==> config.mk <==
export PLATFORM = sky130hd
export DESIGN_NAME = fetch_stage_top
export DESIGN_NICKNAME = d
export VERILOG_FILES = /design/src/logic/cpu_pkg.sv /design/src/logic/axi_pkg.sv /design/src/logic/fetch_if.sv /design/src/logic/pc_sequencer.sv /design/src/logic/branch_target_buffer.sv /design/src/logic/icache.sv /design/src/logic/if_id_pipe_reg.sv /design/src/logic/fetch_stage_top.sv
export SDC_FILE = /design/constraint.sdc
export NUM_CORES = 1
export LEC_CHECK = 0
export BUFFER_PORTS_ARGS = -buffer_cell sky130_fd_sc_hd__buf_2
export CAP_MARGIN = 20
export CORE_UTILIZATION = 30
export DETAILED_ROUTE_END_ITERATION = 8
export SETUP_SLACK_MARGIN = 0.5
export SKIP_CTS_REPAIR_TIMING = 1
export SLEW_MARGIN = 20
export SYNTH_ARGS = -nofsm -noshare
export SYNTH_HDL_FRONTEND = slang
export SYNTH_SLANG_ARGS = --single-unit
==> constraint.sdc <==
create_clock -name clk -period 8.6 [get_ports clk]
set_input_delay 0.43 -clock clk [delete_from_list [all_inputs] [get_ports clk]]
set_output_delay 0.43 -clock clk [all_outputs]
set_load 0.01 [all_outputs]
==> src/logic/cpu_pkg.sv <==
package cpu_pkg;

  //////////////////////////////////////////////////
  // Word types
  //////////////////////////////////////////////////
  typedef logic [15:0] pc_t;    // Word address
  typedef logic [15:0] inst_t;  // One instruction word

  // Saturating counter whose MSB gives the taken guess
  typedef logic [1:0] pred_t;

  localparam pred_t PRED_STRONG_NOT_TAKEN = 2'b00;  // Floor of the counter
  localparam pred_t PRED_WEAK_TAKEN       = 2'b10;  // Fresh entries start here
  localparam pred_t PRED_STRONG_TAKEN     = 2'b11;  // Ceiling of the counter

  // Bubble that a flush leaves in IF/ID
  localparam inst_t NOP_INST = 16'h0000;

  //////////////////////////////////////////////////
  // BTB storage
  //////////////////////////////////////////////////
  typedef struct packed {
    logic  valid;    // Entry holds a trained branch
    pc_t   tag;      // PC bits above the index, right aligned
    pc_t   target;   // Last taken destination
    pred_t counter;  // Direction history
  } btb_entry_t;

endpackage

==> src/logic/axi_pkg.sv <==
package axi_pkg;

  localparam int AXI_DATA_W = 32;  // Two instructions per beat

  // Read response codes
  typedef logic [1:0] resp_t;
  localparam resp_t RESP_OKAY = 2'b00;

  // arprot bits are {instruction, non-secure, privileged}
  typedef logic [2:0] prot_t;
  localparam prot_t AXI_PROT_INSN = 3'b100;  // Unprivileged secure fetch

endpackage

==> src/logic/fetch_if.sv <==
interface fetch_if;
  import cpu_pkg::*;

  pc_t   pc_curr;           // PC of the word in flight
  pc_t   pc_next;           // Successor picked by the sequencer
  inst_t inst;              // Word read from the cache
  logic  hit;               // Cache had the word
  logic  btb_match;         // BTB tag compare
  pred_t prediction;        // Counter of the matching entry
  pc_t   predicted_target;  // Target of the matching entry

  // Sequencer, cache and BTB each drive their own fields
  modport fetch_src (
    output pc_curr, pc_next, inst, hit, btb_match, prediction, predicted_target
  );

  // IF/ID register samples the whole bundle
  modport fetch_dst (
    input pc_curr, pc_next, inst, hit, btb_match, prediction, predicted_target
  );
endinterface

==> src/logic/pc_sequencer.sv <==
module pc_sequencer #(
  parameter cpu_pkg::pc_t RESET_PC = '0
) (
  input  logic         clk,
  input  logic         rst_n,
  input  logic         stall,           // Decode back-pressure
  input  logic         miss_busy,       // Cache has no word for this PC yet
  input  logic         redirect_valid,  // Mispredict or exception from later stages
  input  cpu_pkg::pc_t redirect_pc,
  fetch_if.fetch_src   fetch,           // pc_curr and pc_next only
  output cpu_pkg::pc_t pc               // Lookup address for cache and BTB
);
  import cpu_pkg::*;

  pc_t  pc_q;       // Architectural fetch PC
  pc_t  pc_succ;    // Where fetch goes after this word
  logic take_pred;  // BTB says jump
  logic advance;    // Word accepted this cycle

  // Trust the BTB only on a tag match with a taken counter
  assign take_pred = fetch.btb_match & fetch.prediction[1];
  assign pc_succ   = take_pred ? fetch.predicted_target : pc_q + 16'd1;
  assign advance   = ~stall & ~miss_busy;

  assign pc            = pc_q;
  assign fetch.pc_curr = pc_q;
  assign fetch.pc_next = pc_succ;  // Travels down the pipe for branch checking

  //////////////////////////////////////////////////
  // PC register
  //////////////////////////////////////////////////
  always_ff @(posedge clk or negedge rst_n) begin
    if (!rst_n) begin
      pc_q <= RESET_PC;
    end else if (redirect_valid) begin
      pc_q <= redirect_pc;  // Wins over stall and miss
    end else if (advance) begin
      pc_q <= pc_succ;
    end
  end

  // A refill must see the same PC when it completes
  a_pc_hold_on_miss: assert property (
    @(posedge clk) disable iff (!rst_n)
    miss_busy && !redirect_valid |=> $stable(pc_q)
  ) else $error("Fetch PC moved while the cache was refilling");

endmodule

==> src/logic/branch_target_buffer.sv <==
module branch_target_buffer #(
  parameter int BTB_ENTRIES = 8
) (
  input  logic         clk,
  input  logic         rst_n,
  input  cpu_pkg::pc_t lookup_pc,   // Current fetch PC
  fetch_if.fetch_src   fetch,       // btb_match, prediction and predicted_target
  input  logic         upd_valid,   // Branch resolved in execute
  input  cpu_pkg::pc_t upd_pc,
  input  logic         upd_taken,
  input  cpu_pkg::pc_t upd_target
);
  import cpu_pkg::*;

  localparam int IDX_W = $clog2(BTB_ENTRIES);

  btb_entry_t       table_q [BTB_ENTRIES];
  logic [IDX_W-1:0] rd_idx;
  pc_t              rd_tag;
  btb_entry_t       rd_entry;
  logic             rd_match;
  logic [IDX_W-1:0] wr_idx;
  pc_t              wr_tag;
  btb_entry_t       wr_entry;
  logic             wr_match;

  //////////////////////////////////////////////////
  // Lookup port
  //////////////////////////////////////////////////
  assign rd_idx   = lookup_pc[IDX_W-1:0];   // Low bits pick the set
  assign rd_tag   = lookup_pc >> IDX_W;     // Rest is compared
  assign rd_entry = table_q[rd_idx];
  assign rd_match = rd_entry.valid && (rd_entry.tag == rd_tag);

  // Quiet outputs on a miss so nothing stale leaks out
  assign fetch.btb_match        = rd_match;
  assign fetch.prediction       = rd_match ? rd_entry.counter : PRED_STRONG_NOT_TAKEN;
  assign fetch.predicted_target = rd_match ? rd_entry.target : '0;

  //////////////////////////////////////////////////
  // Update port
  //////////////////////////////////////////////////
  assign wr_idx   = upd_pc[IDX_W-1:0];
  assign wr_tag   = upd_pc >> IDX_W;
  assign wr_entry = table_q[wr_idx];
  assign wr_match = wr_entry.valid && (wr_entry.tag == wr_tag);

  always_ff @(posedge clk or negedge rst_n) begin
    if (!rst_n) begin
      for (int i = 0; i < BTB_ENTRIES; i++) begin
        table_q[i] <= '0;
      end
    end else if (upd_valid) begin
      if (wr_match) begin
        if (upd_taken) begin
          table_q[wr_idx].target <= upd_target;  // Indirect targets can move
          if (wr_entry.counter != PRED_STRONG_TAKEN) begin
            table_q[wr_idx].counter <= wr_entry.counter + 2'd1;
          end
        end else if (wr_entry.counter != PRED_STRONG_NOT_TAKEN) begin
          table_q[wr_idx].counter <= wr_entry.counter - 2'd1;
        end
      end else if (upd_taken) begin
        // Allocate over whatever sat in this set
        table_q[wr_idx] <= '{valid: 1'b1, tag: wr_tag, target: upd_target,
                             counter: PRED_WEAK_TAKEN};
      end
    end
  end

endmodule

==> src/logic/icache.sv <==
module icache #(
  parameter int ICACHE_LINES = 16
) (
  input  logic                           clk,
  input  logic                           rst_n,
  input  cpu_pkg::pc_t                   pc,         // Word address to fetch
  fetch_if.fetch_src                     fetch,      // inst and hit
  output logic                           miss_busy,  // Holds the sequencer
  // Read address channel
  output logic [$bits(cpu_pkg::pc_t):0]  araddr,
  output logic                           arvalid,
  input  logic                           arready,
  // Read data channel
  input  logic [axi_pkg::AXI_DATA_W-1:0] rdata,
  input  axi_pkg::resp_t                 rresp,
  input  logic                           rvalid,
  output logic                           rready
);
  import cpu_pkg::*;
  import axi_pkg::*;

  localparam int IDX_W  = $clog2(ICACHE_LINES);
  localparam int TAG_W  = $bits(pc_t) - IDX_W;
  localparam int HALF_W = AXI_DATA_W / 2;

  typedef enum logic [1:0] {
    S_IDLE,  // Serving hits
    S_ADDR,  // arvalid up
    S_DATA   // Waiting on rvalid
  } state_t;

  state_t           state_q;
  pc_t              miss_pc_q;  // Address of the line being refilled
  prot_t            arprot;
  logic             valid_q [ICACHE_LINES];
  logic [TAG_W-1:0] tag_q [ICACHE_LINES];
  inst_t            data_q [ICACHE_LINES];
  logic [IDX_W-1:0] rd_idx;
  logic [IDX_W-1:0] fill_idx;
  logic             hit;
  logic             fill;       // R handshake
  inst_t            fill_inst;

  //////////////////////////////////////////////////
  // Lookup
  //////////////////////////////////////////////////
  assign rd_idx     = pc[IDX_W-1:0];
  assign hit        = valid_q[rd_idx] && (tag_q[rd_idx] == pc[IDX_W +: TAG_W]);
  assign fetch.hit  = hit;
  assign fetch.inst = data_q[rd_idx];
  assign miss_busy  = ~hit;

  //////////////////////////////////////////////////
  // AXI4-Lite refill
  //////////////////////////////////////////////////
  assign arvalid   = (state_q == S_ADDR);
  assign rready    = (state_q == S_DATA);  // Only with a read outstanding
  assign araddr    = {miss_pc_q, 1'b0};    // Word to byte address
  assign arprot    = AXI_PROT_INSN;
  assign fill      = rvalid & rready;
  assign fill_idx  = miss_pc_q[IDX_W-1:0];
  // Byte address bit 1 picks the half
  assign fill_inst = miss_pc_q[0] ? rdata[AXI_DATA_W-1:HALF_W] : rdata[HALF_W-1:0];

  always_ff @(posedge clk or negedge rst_n) begin
    if (!rst_n) begin
      state_q   <= S_IDLE;
      miss_pc_q <= '0;
    end else begin
      case (state_q)
        S_IDLE: begin
          if (!hit) begin
            miss_pc_q <= pc;  // Latched so a redirect cannot disturb araddr
            state_q   <= S_ADDR;
          end
        end
        S_ADDR: begin
          if (arready) state_q <= S_DATA;
        end
        S_DATA: begin
          if (rvalid) state_q <= S_IDLE;  // Next lookup uses the live PC
        end
        default: state_q <= S_IDLE;
      endcase
    end
  end

  always_ff @(posedge clk or negedge rst_n) begin
    if (!rst_n) begin
      for (int i = 0; i < ICACHE_LINES; i++) begin
        valid_q[i] <= 1'b0;
      end
    end else if (fill) begin
      valid_q[fill_idx] <= 1'b1;
    end
  end

  always_ff @(posedge clk) begin
    if (fill) begin
      tag_q[fill_idx]  <= miss_pc_q[IDX_W +: TAG_W];
      data_q[fill_idx] <= fill_inst;  // Error responses still fill
    end
  end

  // AR payload must not move while the slave is stalling
  a_ar_stable: assert property (
    @(posedge clk) disable iff (!rst_n)
    arvalid && !arready |=> arvalid && $stable(araddr) && $stable(arprot)
  ) else $error("AR payload changed before arready");

  a_resp_okay: assert property (
    @(posedge clk) disable iff (!rst_n)
    fill |-> rresp == RESP_OKAY
  ) else $error("Refill returned an error response and was cached anyway");

endmodule

==> src/logic/if_id_pipe_reg.sv <==
module if_id_pipe_reg (
  input  logic           clk,
  input  logic           rst_n,
  input  logic           stall,                // Decode cannot take a word
  input  logic           flush,                // Redirect kills the word in flight
  fetch_if.fetch_dst     fetch,
  output cpu_pkg::pc_t   id_pc_curr,
  output cpu_pkg::pc_t   id_pc_next,
  output cpu_pkg::inst_t id_inst,
  output logic           id_btb_match,
  output logic           id_icache_hit,        // Low marks a bubble
  output cpu_pkg::pred_t id_prediction,
  output cpu_pkg::pc_t   id_predicted_target
);
  import cpu_pkg::*;

  logic wen;  // Capture enable

  assign wen = ~stall;

  // PC pair survives a flush
  always_ff @(posedge clk or negedge rst_n) begin
    if (!rst_n) begin
      id_pc_curr <= '0;
      id_pc_next <= '0;
    end else if (wen && !flush) begin
      id_pc_curr <= fetch.pc_curr;
      id_pc_next <= fetch.pc_next;
    end
  end

  // Word and prediction, cleared to a NOP bubble on flush
  always_ff @(posedge clk or negedge rst_n) begin
    if (!rst_n) begin
      id_inst             <= NOP_INST;
      id_icache_hit       <= 1'b0;
      id_btb_match        <= 1'b0;
      id_prediction       <= PRED_STRONG_NOT_TAKEN;
      id_predicted_target <= '0;
    end else if (flush) begin
      id_inst             <= NOP_INST;  // Overrides the stall hold
      id_icache_hit       <= 1'b0;
      id_btb_match        <= 1'b0;
      id_prediction       <= PRED_STRONG_NOT_TAKEN;
      id_predicted_target <= '0;
    end else if (wen) begin
      id_inst             <= fetch.inst;
      id_icache_hit       <= fetch.hit;
      id_btb_match        <= fetch.btb_match;
      id_prediction       <= fetch.prediction;
      id_predicted_target <= fetch.predicted_target;
    end
  end

endmodule

==> src/logic/fetch_stage_top.sv <==
module fetch_stage_top #(
  parameter int           ICACHE_LINES = 16,
  parameter int           BTB_ENTRIES  = 8,
  parameter cpu_pkg::pc_t RESET_PC     = '0
) (
  input  logic                           clk,
  input  logic                           rst_n,
  input  logic                           stall,
  input  logic                           redirect_valid,
  input  cpu_pkg::pc_t                   redirect_pc,
  // Branch resolution from execute
  input  logic                           br_valid,
  input  cpu_pkg::pc_t                   br_pc,
  input  logic                           br_taken,
  input  cpu_pkg::pc_t                   br_target,
  // AXI4-Lite read master
  output logic [$bits(cpu_pkg::pc_t):0]  araddr,
  output logic                           arvalid,
  input  logic                           arready,
  input  logic [axi_pkg::AXI_DATA_W-1:0] rdata,
  input  axi_pkg::resp_t                 rresp,
  input  logic                           rvalid,
  output logic                           rready,
  // To decode
  output cpu_pkg::pc_t                   id_pc_curr,
  output cpu_pkg::pc_t                   id_pc_next,
  output cpu_pkg::inst_t                 id_inst,
  output logic                           id_btb_match,
  output logic                           id_icache_hit,
  output cpu_pkg::pred_t                 id_prediction,
  output cpu_pkg::pc_t                   id_predicted_target
);
  import cpu_pkg::*;

  pc_t  fetch_pc;   // Shared lookup address
  logic miss_busy;

  fetch_if fetch_bus ();

  //////////////////////////////////////////////////
  // Fetch blocks
  //////////////////////////////////////////////////
  pc_sequencer #(.RESET_PC(RESET_PC)) u_pc_seq (
    .clk, .rst_n, .stall, .miss_busy, .redirect_valid, .redirect_pc,
    .fetch (fetch_bus.fetch_src),
    .pc    (fetch_pc)
  );

  branch_target_buffer #(.BTB_ENTRIES(BTB_ENTRIES)) u_btb (
    .clk, .rst_n,
    .lookup_pc  (fetch_pc),
    .fetch      (fetch_bus.fetch_src),
    .upd_valid  (br_valid),
    .upd_pc     (br_pc),
    .upd_taken  (br_taken),
    .upd_target (br_target)
  );

  icache #(.ICACHE_LINES(ICACHE_LINES)) u_icache (
    .clk, .rst_n,
    .pc    (fetch_pc),
    .fetch (fetch_bus.fetch_src),
    .miss_busy,
    .araddr, .arvalid, .arready,
    .rdata, .rresp, .rvalid, .rready
  );

  if_id_pipe_reg u_if_id (
    .clk, .rst_n, .stall,
    .flush (redirect_valid),  // Wrong-path word dies here
    .fetch (fetch_bus.fetch_dst),
    .id_pc_curr, .id_pc_next, .id_inst, .id_btb_match,
    .id_icache_hit, .id_prediction, .id_predicted_target
  );

endmodule

# Word-level counts from Yosys, hierarchy flattened
# Memory sizes are Yosys's and may differ from the RTL's.
# Index checks and enable logic that the tools add are counted.
# classes
addsub,3
n_eq_ne,10
reduce_logical,15
muxes,48
magnitude_cmp,6
bitwise_logic,10
# op_table
operator,count
$mux W280,5
$bwmux W280,4
$demux W35 S3,3
$bmux W35 S3,2
$mux W35,5
$mux W16,9
$eq A16 B13 Y1,2
$mux W18,1
$add A16 B1 Y16 const B,1
$or A16 B16 Y16,1
$mux W2,7
$eq A12 B12 Y1,1
$ge A5 B5 Y1 const B,2
$not A4 Y5,2
$mux W1,9
$ge A4 B4 Y1 const B,2
$not A3 Y4,2
$reduce_bool A2 Y1,4
$logic_and A1 B1 Y1,6
$ne A2 B2 Y1 const B,3
$pmux W2 S3,1
$reduce_and A3 Y1,2
$lt A5 B1 Y1 const B,1
$bmux W1 S4,1
other kinds (12),16
# totals
in_bits,90
ff_bits,398
out_inout_bits,87
ramBits,448
memories,2
elab_cells,152
# mem_list
name,depth,width,read_ports,rd_clocked_by_memory_dff,write_ports,line,source
u_icache.data_q,16,16,1,0,1,icache.sv:37,inst_t data_q [ICACHE_LINES];
u_icache.tag_q,16,12,1,0,1,icache.sv:36,logic [TAG_W-1:0] tag_q [ICACHE_LINES];

# Longest topological paths before layout
# Gate-level depths: netlist of the first run.
# logic_depth
ltp_word,11
depth_mapped,15
ltp_nobuf,11

# Worst setup path after synthesis of the first run
# No wires, ideal clock.
# synth_timing
path_type,reg-to-reg
start,reg u_icache.state_q[1]
end,"mem u_icache.data_q[0][0] in the netlist's numbering, enable pin"
path_buffers,0
t_arrival_ps,3143
period_less_slack_ps,3593
setup_slack_ps,5007
path_stages_with_launch,5
t_required_ps,8151
setup_ps,449
cell_sequence,dfrtp_1 > nor2b_1 > nand2_1 > or3_1 > nor3_1
# synth_between
elab_chain_cells,4
# synth_lines
element,line,source
from (decl),icache.sv:32,state_t state_q;
from (signal assigned),icache.sv:67,state_q <= S_IDLE;
from (signal assigned),icache.sv:74,state_q <= S_ADDR;
from (signal assigned),icache.sv:78,if (arready) state_q <= S_DATA;
$eq A2 B2 Y1,icache.sv:57,assign rready = (state_q == S_DATA);
net rready,fetch_stage_top.sv:23,"output logic rready,"
$and A1 B1 Y1,icache.sv:60,assign fill = rvalid & rready;
$mux W1,icache.sv:99,if (fill) begin
$mux W1 (implied by the code),icache.sv:101,data_q[fill_idx] <= fill_inst;
to (decl),icache.sv:37,
# The timed path passes the listed nets, and every way through them passes these cells.

# Worst setup path in the final report of the first run
# layout_timing
start,reg u_pc_seq.pc_q[0] (netlist: u_pc_seq.fetch.pc_curr[0])
end,reg u_pc_seq.pc_q[14] (netlist: u_pc_seq.fetch.pc_curr[14])
# layout_between
elab_chain_cells,11
word_cells_on_any_way,22
classes_between,add/sub (1); eq/ne (2); mux (11); bitwise (4); reduce/logical (3); memory (1)
# layout_lines
element,line,source
from (decl),pc_sequencer.sv:15,pc_t pc_q;
from (signal assigned),pc_sequencer.sv:36,pc_q <= redirect_pc;
from (signal assigned),pc_sequencer.sv:38,pc_q <= pc_succ;
$not A3 Y4 (implied by the code),branch_target_buffer.sv:32,assign rd_entry = table_q[rd_idx];
$bmux W35 S3,branch_target_buffer.sv:32,
$mux W35 (implied by the code) (2 in a row),branch_target_buffer.sv:32,
$eq A16 B13 Y1,branch_target_buffer.sv:33,assign rd_match = rd_entry.valid && (rd_entry.tag == rd_tag);
$logic_and A1 B1 Y1,branch_target_buffer.sv:33,
$mux W2,branch_target_buffer.sv:37,assign fetch.prediction = rd_match ? rd_entry.counter : PRED_STRONG_NOT_TAKEN;
$and A1 B1 Y1,pc_sequencer.sv:21,assign take_pred = fetch.btb_match & fetch.prediction[1];
$mux W16,pc_sequencer.sv:22,assign pc_succ = take_pred ? fetch.predicted_target : pc_q + 16'd1;
$mux W16,pc_sequencer.sv:37,end else if (advance) begin
$mux W16,pc_sequencer.sv:35,end else if (redirect_valid) begin
# Parallel ways exist; a longest one is shown, timed or not. The select of a mux whose other input is x is not followed.
# A chain may end at the register's enable or synchronous reset.

==> results of run 1 <==
==> placed cells by master (no fill, tap or decap), drive strengths merged, types with 59 or more instances in the layout <==
cell	netlist	layout
nor2	59	59
o21ai	75	75
mux2i	138	138
mux4	166	166
dfrtp	374	374
edfxtp	448	448
nand2	122	122
mux2	301	301
clkbuf	66	134
buf	82	226
==> power breakdown <==
group          switching [W]  internal (W)
combinational       0.000914      0.000801
clock                0.00162       0.00217
sequential          0.000405       0.00482
==> logic make-up after synthesis <==
family	after synthesis	synth area share, %
other	1	0.01054
and+or+nand+nor	340	4.594
xor gates and xnor gates	47	1.156
adders and majority gates	3	0.1055
AOI/OAI and AO/OA	215	4.063
muxes	605	23.91
DFF	822	64.09
buffers and inverters	177	2.077
==> per-layer routing <==
| metal | vias up | wire length [um] | track usage (%) |
|---|---|---|---|
| li1 | 8874 | - | - |
| met1 | 10800 | 41890 | 22.03 |
| met2 | 619 | 45510 | 25.54 |
| met3 | 154 | 6727 | 3.948 |
| met4 | 4 | 2453 | 4.617 |
| met5 | - | 33 | 0 |
==> stage by stage <==
step | std cells | total power, W | worst slack, ns
finish | 3995 | 0.01073 | 3.493
global route | 3995 | 0.01119 | 3.210
CTS | 3991 | 0.01084 | 3.471
detailed placement | 3824 | 0.007041 | 3.510
global placement | 3824 | 0.006999 | 3.517
floorplan | 2210 | 0.006300 | 5.007
==> flip-flops by register name, summed over array words and instances (netlist names) <==
| register | count |
|---|---|
| u_btb.table_q | 256 |
| u_icache.miss_pc_q | 16 |
| u_pc_seq.fetch.pc_curr | 16 |
| u_if_id.id_icache_hit | 1 |
| u_if_id.id_prediction | 2 |
| u_icache.data_q | 256 |
| u_if_id.id_inst | 16 |
| u_if_id.id_pc_curr | 16 |
| u_if_id.id_btb_match | 1 |
| u_if_id.id_pc_next | 16 |
| u_icache.state_q | 2 |
| u_icache.valid_q | 16 |
| u_icache.tag_q | 192 |
| u_if_id.id_predicted_target | 16 |
==> final cells by class <==
| cell class | count | area (um^2) | area share (%) |
|---|---|---|---|
| antenna | 1 | 2.502 | 0.006047 |
| clock buffer | 134 | 2557 | 6.180 |
| tap | 1536 | 1922 | 4.644 |
| multi-input combinational | 1211 | 12250 | 29.59 |
| inverter | 29 | 108.9 | 0.2630 |
| clock inverter | 33 | 370.4 | 0.8949 |
| timing repair buffer | 229 | 1354 | 3.271 |
| sequential | 822 | 22820 | 55.15 |
==> worst paths after layout <==
check	from	cells after the start	slack [ns]	end
max in group asynchronous	rst_n	4	6.14	u_btb.table_q[150]
min in group asynchronous	rst_n	2	0.29	u_btb.table_q[133]
min reg2reg	u_icache.valid_q[14]	1	0.46	u_icache.valid_q[14]
min	redirect_pc[0]	3	-0.008	u_pc_seq.fetch.pc_curr[0]
max reg2reg	u_pc_seq.fetch.pc_curr[0]	9	3.49	u_pc_seq.fetch.pc_curr[14]
max	u_pc_seq.fetch.pc_curr[0]	9	3.49	u_pc_seq.fetch.pc_curr[14]
==> worst max-delay path: stages, from the launching register on <==
cell and delay (ns):
dfrtp_4 0.87, buf_4 0.51, mux4_2 0.57, mux2i_1 0.43, xor2_1 0.27, nand4_1 0.12
or4_1 0.95, mux2i_1 0.90, mux2i_1 0.14, o21ai_0 0.18
==> flow_metrics.py, run 1 <==
metrics = {
    "status": {
        "outcome": "finished, violations left",
        "violations": "hold timing",
    },
    "sta": {
        "setup_violations": 0,
        "fin_crit_ns": 5.107,
        "fmax_mhz": 195.8,
        "worstMarginPinSlew_ns": 1.098,
        "relSlewSlack_pct": 26.53,
        "fin_crit_sh_pct": 59.39,
        "fin_setup_tns_ns": 0,
        "maxSlewViolCount": 0,
        "hold_slack_ns": -0.008375,
        "rsz0062_at_grt": "false",
        "fin_skew_ns": 0.04310,
        "hold_viol": 2,
    },
    "floorplan": {
        "die-area_um2": 120000,
        "start_util_pct": 30.23,
        "dieWidth_um": 346.5,
        "ios": 177,
        "die_h_um": 346.5,
        "rows": 126,
        "core-area_um2": 117800,
    },
    "synthesis": {
        "synth_common_cells": "edfxtp_1 (448), dfrtp_1 (374), mux2_2 (301)",
        "synthTopCellsByArea": "edfxtp_1 (38%), dfrtp_1 (26%), mux4_2 (11%), mux2_2 (9.5%), mux2i_1 (3.9%)",
        "seq_area_frac_synth_pct": 64.09,
        "syn_avg_cell_area_um2": 16.11,
        "yosysTopAreaCellShare_pct": 37.79,
        "synthesis.area_um2": 35600,
        "ys.flop_type": "edfxtp_1",
        "ys_async_sr_fraction_pct": 45.50,
        "syn-num-nets": 2303,
        "ys_seq_elements": 822,
        "syn_inst": 2210,
        "yosys_warnings": 0,
        "synth_cell_types": 63,
        "synth.most_common_cell": "edfxtp_1",
        "synth.largest_area_cell": "edfxtp_1",
        "synth_edf_count": 448,
    },
    "worst_setup_path": {
        "crit_path_end_kind": "flop",
        "crit_fanout": 31,
        "arrival_ns": 5.69,
        "cp_data_required_time_ns": 9.18,
        "critPathLaunchType": "flop",
        "critPathKind": "flop to flop",
    },
    "cells_and_area": {
        "fin_area_um2": 41380,
        "fillCellCount": 11160,
        "drive_gt1_share_pct": 36.21,
        "areaGrowthSynthToFinish_pct": 16.26,
        "fin_util_pct": 35.14,
        "nets": 2476,
    },
    "job": {
        "cap_viol_max_count": 0,
    },
    "clock_network": {
        "clk_pin_slew_worst_paths_ns": 0.06,
        "ctsHtreeMaxLevel": 3,
        "worstSkewPairLatency_ns": 0.68,
        "cts_root_buf": "clkbuf_16",
        "numCtsBuffers": 90,
        "cts.sinks": 822,
        "cts_tree": "built",
        "cts_buffer_depth": 3,
    },
    "place": {
        "gp_congestion": 0.8474,
        "dpl.hpwl_mm": 59.93,
        "placed_area_um2": 38420,
        "io_buffers": 173,
    },
    "power_and_ir_drop": {
        "vdd_drop_max_uv": 168.4,
        "p_leak_nw": 15.40,
        "power_density_nw_per_um2": 259.3,
    },
    "routing": {
        "drt_pre_antenna_iters": 7,
        "ant_nets": 0,
        "vias": 20450,
        "viasPerCell": 5.118,
        "routed_wl_mm": 96.61,
        "drt_iter0_markers": 1892,
        "wl_per_cell_um": 24.18,
        "drc": 0,
    },
    "global_routing": {
        "grt_pass1_vias": 21080,
        "grtUsageTotal_pct": 16.18,
        "antenna_found_initial": 9,
        "gr-total-overflow": 0,
        "grt_start_max_net_pins": 146,
        "grt_pass1_wl_mm": 144.3,
    },
    "worst_hold_path": {
        "hold_path.class": "input port to flop",
    },
}
Power figures use the tool's default switching activity.
==> run 2: changes to the inputs <==
==> constraint.sdc (replaced) <==
create_clock -name clk -period 5.25 [get_ports clk]
set_input_delay 0.2625 -clock clk [delete_from_list [all_inputs] [get_ports clk]]
set_output_delay 0.2625 -clock clk [all_outputs]
set_load 0.01 [all_outputs]
==> run 2 against run 1 <==
Compared with the run above: the flow now finishes without violations; via count barely moved; combinational power rose by 64%; total power rose by 66%; sequential share of layout area decreased by 0.85 points; maximum frequency rose by 23%; clock-buffer cell count decreased by 5; die area unchanged; sequential power up 64%; critical endpoint is now u_icache.miss_pc_q[15]; largest cell class unchanged; largest power group unchanged.
==> flow_metrics.py, run 2 (same netlist as run 1, synthesis figures left out) <==
metrics = {
    "status": {
        "outcome": "completed",
    },
    "place": {
        "io_buffers": 173,
        "dpl.hpwl_mm": 59.48,
        "gp_congestion": 0.8542,
        "dp.cells": 3838,
    },
    "sta": {
        "fin_crit_ns": 4.163,
        "setup_violations": 0,
        "fin_crit_sh_pct": 79.29,
        "fmax_mhz": 240.2,
        "fin_setup_tns_ns": 0,
        "rsz0062_at_grt": "false",
        "hold_viol": 0,
        "relSlewSlack_pct": 31.61,
        "worstMarginPinSlew_ns": 1.023,
        "maxSlewViolCount": 0,
        "fin_skew_ns": 0.03585,
    },
    "worst_setup_path": {
        "crit_fanout": 33,
        "arrival_ns": 4.71,
        "cpPeakStageDelay_ns": 0.76,
        "regToRegStartpoint": "u_pc_seq.fetch.pc_curr[0]",
        "cp_slowest_cell": "dfrtp_4",
        "worst-path-buf-inv": 2,
        "critPathLaunchType": "flop",
        "reg2reg_slack_ns": 1.09,
        "crit_path_end_kind": "flop",
        "crit_top_cell": "buf_4",
        "crit_start": "u_pc_seq.fetch.pc_curr[0]",
        "cp_data_required_time_ns": 5.79,
        "critPathTopFamily": "multiplexers",
        "crit_chain": "buf_4 > mux4_2 > o32ai_1 > a211oi_1 > o21bai_1 > and4b_1 > and3b_1 > nor3_4 > buf_4 > mux2_2",
        "critPathKind": "flop to flop",
    },
    "floorplan": {
        "die-area_um2": 120000,
        "ios": 177,
        "core-area_um2": 117800,
        "die_h_um": 346.5,
        "rows": 126,
        "start_util_pct": 30.23,
        "dieWidth_um": 346.5,
    },
    "routing": {
        "routed_wl_mm": 94.64,
        "viasPerCell": 5.041,
        "ant_nets": 0,
        "drt_iter0_markers": 1758,
        "drt_pre_antenna_iters": 5,
        "wl_per_cell_um": 23.35,
        "vias": 20430,
        "drc": 0,
    },
    "cells_and_area": {
        "drive_gt1_share_pct": 36.07,
        "fin_cells": 4053,
        "layout_common_cells": "edfxtp_1 (448), dfrtp_1 (371), mux2_2 (301)",
        "antennaDiodeCount": 0,
        "fin_util_pct": 35.69,
        "largestRegisters": "u_btb.table_q: 256 flops, u_icache.data_q: 256 flops, u_icache.tag_q: 192 flops",
        "final_common_cell": "edfxtp_1",
        "areaGrowthSynthToFinish_pct": 18.07,
        "nets": 2531,
    },
    "worst_hold_path": {
        "hold_path.class": "input port to flop",
        "worstHoldStart": "br_pc[3]",
    },
    "clock_network": {
        "cts_tree": "built",
        "cts_buffer_depth": 3,
        "ctsHtreeMaxLevel": 3,
        "cts.sinks": 822,
        "cts_root_buf": "clkbuf_16",
        "worstSkewPairLatency_ns": 0.68,
        "numCtsBuffers": 91,
        "clk_pin_slew_worst_paths_ns": 0.06,
    },
    "global_routing": {
        "gr-total-overflow": 0,
        "grt_start_max_net_pins": 148,
        "grtUsageTotal_pct": 15.81,
        "antenna_found_initial": 2,
        "grt_pass1_vias": 21010,
        "grt_pass1_wl_mm": 141.8,
    },
    "power_and_ir_drop": {
        "p_leak_nw": 15.71,
        "vdd_drop_max_uv": 273.9,
        "power_density_nw_per_um2": 423.6,
    },
    "job": {
        "cap_viol_max_count": 0,
    },
}
run 2: changes by cell type in the layout (fill, tap and decap cells not counted), moves of 2 or more:
cell / change
bufinv_16: +5
clkbuf_8: -5
buf_12: +2
dlygate4sd3_1: +40
clkinv_2: +4
buf_4: +12
run 2: per-layer routing:
metal	global-route usage, %	vias to the layer above	wire length, um
met5	0	-	13
met4	4.027	2	1995
met3	3.072	127	6130
met2	25.30	640	44480
met1	21.95	10690	42020
li1	-	8979	-
run 2: final cells by class:
type	count	area [um^2]
Fill cell	11080	75740
Sequential cell	822	22820
Multi-Input combinational cell	1211	12240
Clock buffer	129	2510
Tap cell	1536	1922
Timing Repair Buffer	283	1884
Clock inverter	43	538.0
Inverter	29	108.9
run 2: worst paths after layout:
check                      depth (start not counted)                             end
setup / recovery                                  10          u_icache.miss_pc_q[15]
hold / removal                                     2              u_btb.table_q[158]
setup reg to reg                                  10          u_icache.miss_pc_q[15]
hold reg to reg                                    1             u_icache.valid_q[8]
max in group asynchronous                          3  u_if_id.id_predicted_target[7]
min in group asynchronous                          2          u_icache.miss_pc_q[10]
run 2: power breakdown:
| group | total, W | leakage (nW) | internal, W | switching [W] |
|---|---|---|---|---|
| Combinational | 0.00280 | 5.56 | 0.00134 | 0.00146 |
| Sequential | 0.00857 | 8.67 | 0.00789 | 0.000681 |
| Clock | 0.00643 | 1.48 | 0.00376 | 0.00266 |
| Total | 0.0178 | 15.7 | 0.0130 | 0.00480 |
run 2: through the flow:
step / cell area (um^2) / setup slack, ns / power (W) / hold slack (ns)
6_report: 42030 / 1.087 / 0.01780 / 0.06248
2_1_floorplan: 35600 / 1.657 / 0.01032 / -0.03309
3_3_place_gp: 38550 / 0.9898 / 0.01146 / 0.3628
4_1_cts: 41600 / 1.041 / 0.01796 / -0.3649
3_5_place_dp: 38550 / 0.9700 / 0.01151 / 0.3637
5_1_grt: 42030 / 0.8252 / 0.01855 / 0.05990
==> run 3: changes to the inputs <==
==> constraint.sdc (replaced) <==
create_clock -name clk -period 4.06 [get_ports clk]
set_input_delay 0.203 -clock clk [delete_from_list [all_inputs] [get_ports clk]]
set_output_delay 0.203 -clock clk [all_outputs]
set_load 0.01 [all_outputs]
==> run 3 against run 2 <==
Compared with the run above: worst setup slack worse by 0.50 ns; utilization grew 0.58 points; combinational power up 38%; via count increased by 1.8%; non-clock buffer count increased by 68; clock-buffer cell count decreased by 1; critical endpoint is now u_icache.miss_pc_q[4].
==> flow_metrics.py, run 3 (same netlist as run 1, synthesis figures left out) <==
metrics = {
    "floorplan": {
        "ios": 177,
        "die-area_um2": 120000,
        "rows": 126,
        "dieWidth_um": 346.5,
        "die_h_um": 346.5,
        "start_util_pct": 30.23,
        "core-area_um2": 117800,
    },
    "place": {
        "gp_congestion": 0.8594,
        "dpl.hpwl_mm": 63.45,
        "io_buffers": 173,
        "dp.cells": 3890,
    },
    "worst_setup_path": {
        "crit_cells": 12,
        "endpoint": "u_icache.miss_pc_q[4]",
        "critPathTopFamily": "simple AND/OR/NAND/NOR gates",
        "cp_data_required_time_ns": 4.60,
        "crit_path_end_kind": "flop",
        "critPathLaunchType": "flop",
        "r2r_cells": 12,
        "cpPeakStageDelay_ns": 0.51,
        "critPathKind": "flop to flop",
        "crit_fanout": 13,
        "arrival_ns": 4.01,
        "cp_slowest_cell": "dfrtp_4",
        "worst-path-buf-inv": 4,
        "reg2reg_slack_ns": 0.59,
        "worst_r2r_endpoint": "u_icache.miss_pc_q[4]",
        "crit_start": "u_pc_seq.fetch.pc_curr[0]",
        "crit_chain": "buf_6 > buf_4 > inv_4 > mux2_2 > a221o_1 > a211oi_1 > nor2_1 > nor4_2 > and3b_2 > nor3_4 > buf_6 > mux2_2",
        "regToRegStartpoint": "u_pc_seq.fetch.pc_curr[0]",
    },
    "worst_hold_path": {
        "hold_depth": 2,
        "hold_path.class": "input port to flop",
    },
    "clock_network": {
        "cts_tree": "built",
        "ctsHtreeMaxLevel": 3,
        "cts_root_buf": "clkbuf_16",
        "cts.sinks": 822,
        "numCtsBuffers": 88,
        "clk_pin_slew_worst_paths_ns": 0.06,
        "cts_buffer_depth": 3,
        "worstSkewPairLatency_ns": 0.68,
    },
    "global_routing": {
        "antenna_found_initial": 7,
        "gr-total-overflow": 0,
        "grt_pass1_wl_mm": 145.0,
        "grt_start_max_net_pins": 99,
        "grtUsageTotal_pct": 16.31,
        "grt_pass1_vias": 21080,
    },
    "sta": {
        "hold_viol": 0,
        "hold_slack_ns": 0.02505,
        "fin_skew_ns": 0.05150,
        "relSlewSlack_pct": 26.91,
        "rsz0062_at_grt": "false",
        "setup_violations": 0,
        "fin_setup_tns_ns": 0,
        "maxSlewViolCount": 0,
        "fin_crit_sh_pct": 85.45,
        "fmax_mhz": 288.3,
        "worstMarginPinSlew_ns": 1.096,
        "fin_crit_ns": 3.469,
    },
    "cells_and_area": {
        "nets": 2596,
        "fin_util_pct": 36.27,
        "layout_common_cells": "edfxtp_1 (448), dfrtp_1 (371), mux2_2 (301)",
        "largestRegisters": "u_btb.table_q: 256 flops, u_icache.data_q: 256 flops, u_icache.tag_q: 192 flops",
        "drive_gt1_share_pct": 37.83,
        "fin_cells": 4114,
        "areaGrowthSynthToFinish_pct": 20.01,
        "fillCellCount": 11020,
        "final_common_cell": "edfxtp_1",
    },
    "power_and_ir_drop": {
        "vdd_drop_max_uv": 336.3,
        "finalPower_w": 0.02324,
        "power_density_nw_per_um2": 544.1,
        "p_leak_nw": 16.04,
    },
    "routing": {
        "dr_wl_met3_mm": 6.340,
        "drt_iter0_markers": 1763,
        "top_layer": "met5",
        "routed_wl_mm": 99.11,
        "vias": 20810,
        "ant_nets": 0,
        "wl_per_cell_um": 24.09,
        "m1WireLength_mm": 43.46,
        "drc": 0,
        "viasPerCell": 5.057,
        "drt_pre_antenna_iters": 7,
        "met2WireLength_mm": 47.38,
    },
    "job": {
        "cap_viol_max_count": 0,
    },
    "status": {
        "outcome": "completed",
    },
}
[run 3: cell count changes in the layout (fill, tap and decap cells not counted), moves of 3 or more]
cell / change
buf_12: +5
buf_6: +3
clkinv_1: +3
mux2i_2: +4
buf_4: +53
clkinv_2: -12
mux2i_1: -6
inv_4: +3
[run 3: per-layer routing]
metal	global-route usage, %	up-vias
met5	0	-
met3	3.180	125
met1	22.36	10900
met2	26.31	664
li1	-	9116
met4	4.372	4
[run 3: power breakdown]
group	internal, W	switching, W
sequential	0.0102	0.000886
combinational	0.00187	0.00199
clock	0.00486	0.00343
[run 3: area by class of cell]
type	count	area (um^2)	area share, %
Tap cell	1536	1922	4.499
Inverter	29	111.4	0.2607
Clock inverter	36	548.0	1.283
Timing Repair Buffer	351	2539	5.943
Multi-Input combinational cell	1211	12300	28.79
Antenna cell	1	2.502	0.005858
Clock buffer	128	2474	5.791
Sequential cell	822	22820	53.43
[run 3: through the flow]
| stage | worst slack, ns | instance area (um^2) |
|---|---|---|
| 2_1_floorplan | 0.6503 | 35600 |
| 3_3_place_gp | 0.1743 | 38980 |
| 3_5_place_dp | 0.1948 | 38980 |
| 4_1_cts | 0.1617 | 42000 |
| 5_1_grt | 0.4920 | 42720 |
| 6_report | 0.5908 | 42720 |
[run 3: how the worst min path moves through the flow]
| stage | from | end | slack, ns |
|---|---|---|---|
| 5_1_grt | br_pc[3] | u_btb.table_q[18] | 0.007 |
| 6_report | br_pc[3] | u_btb.table_q[18] | 0.03 |
| 3_3_place_gp | rst_n | u_icache.miss_pc_q[10] | 0.29 |
| 4_1_cts | rst_n | u_icache.miss_pc_q[10] | -0.42 |
| 2_1_floorplan | rst_n | u_btb.table_q[0] | -0.09 |
| 3_5_place_dp | rst_n | u_icache.miss_pc_q[10] | 0.28 |
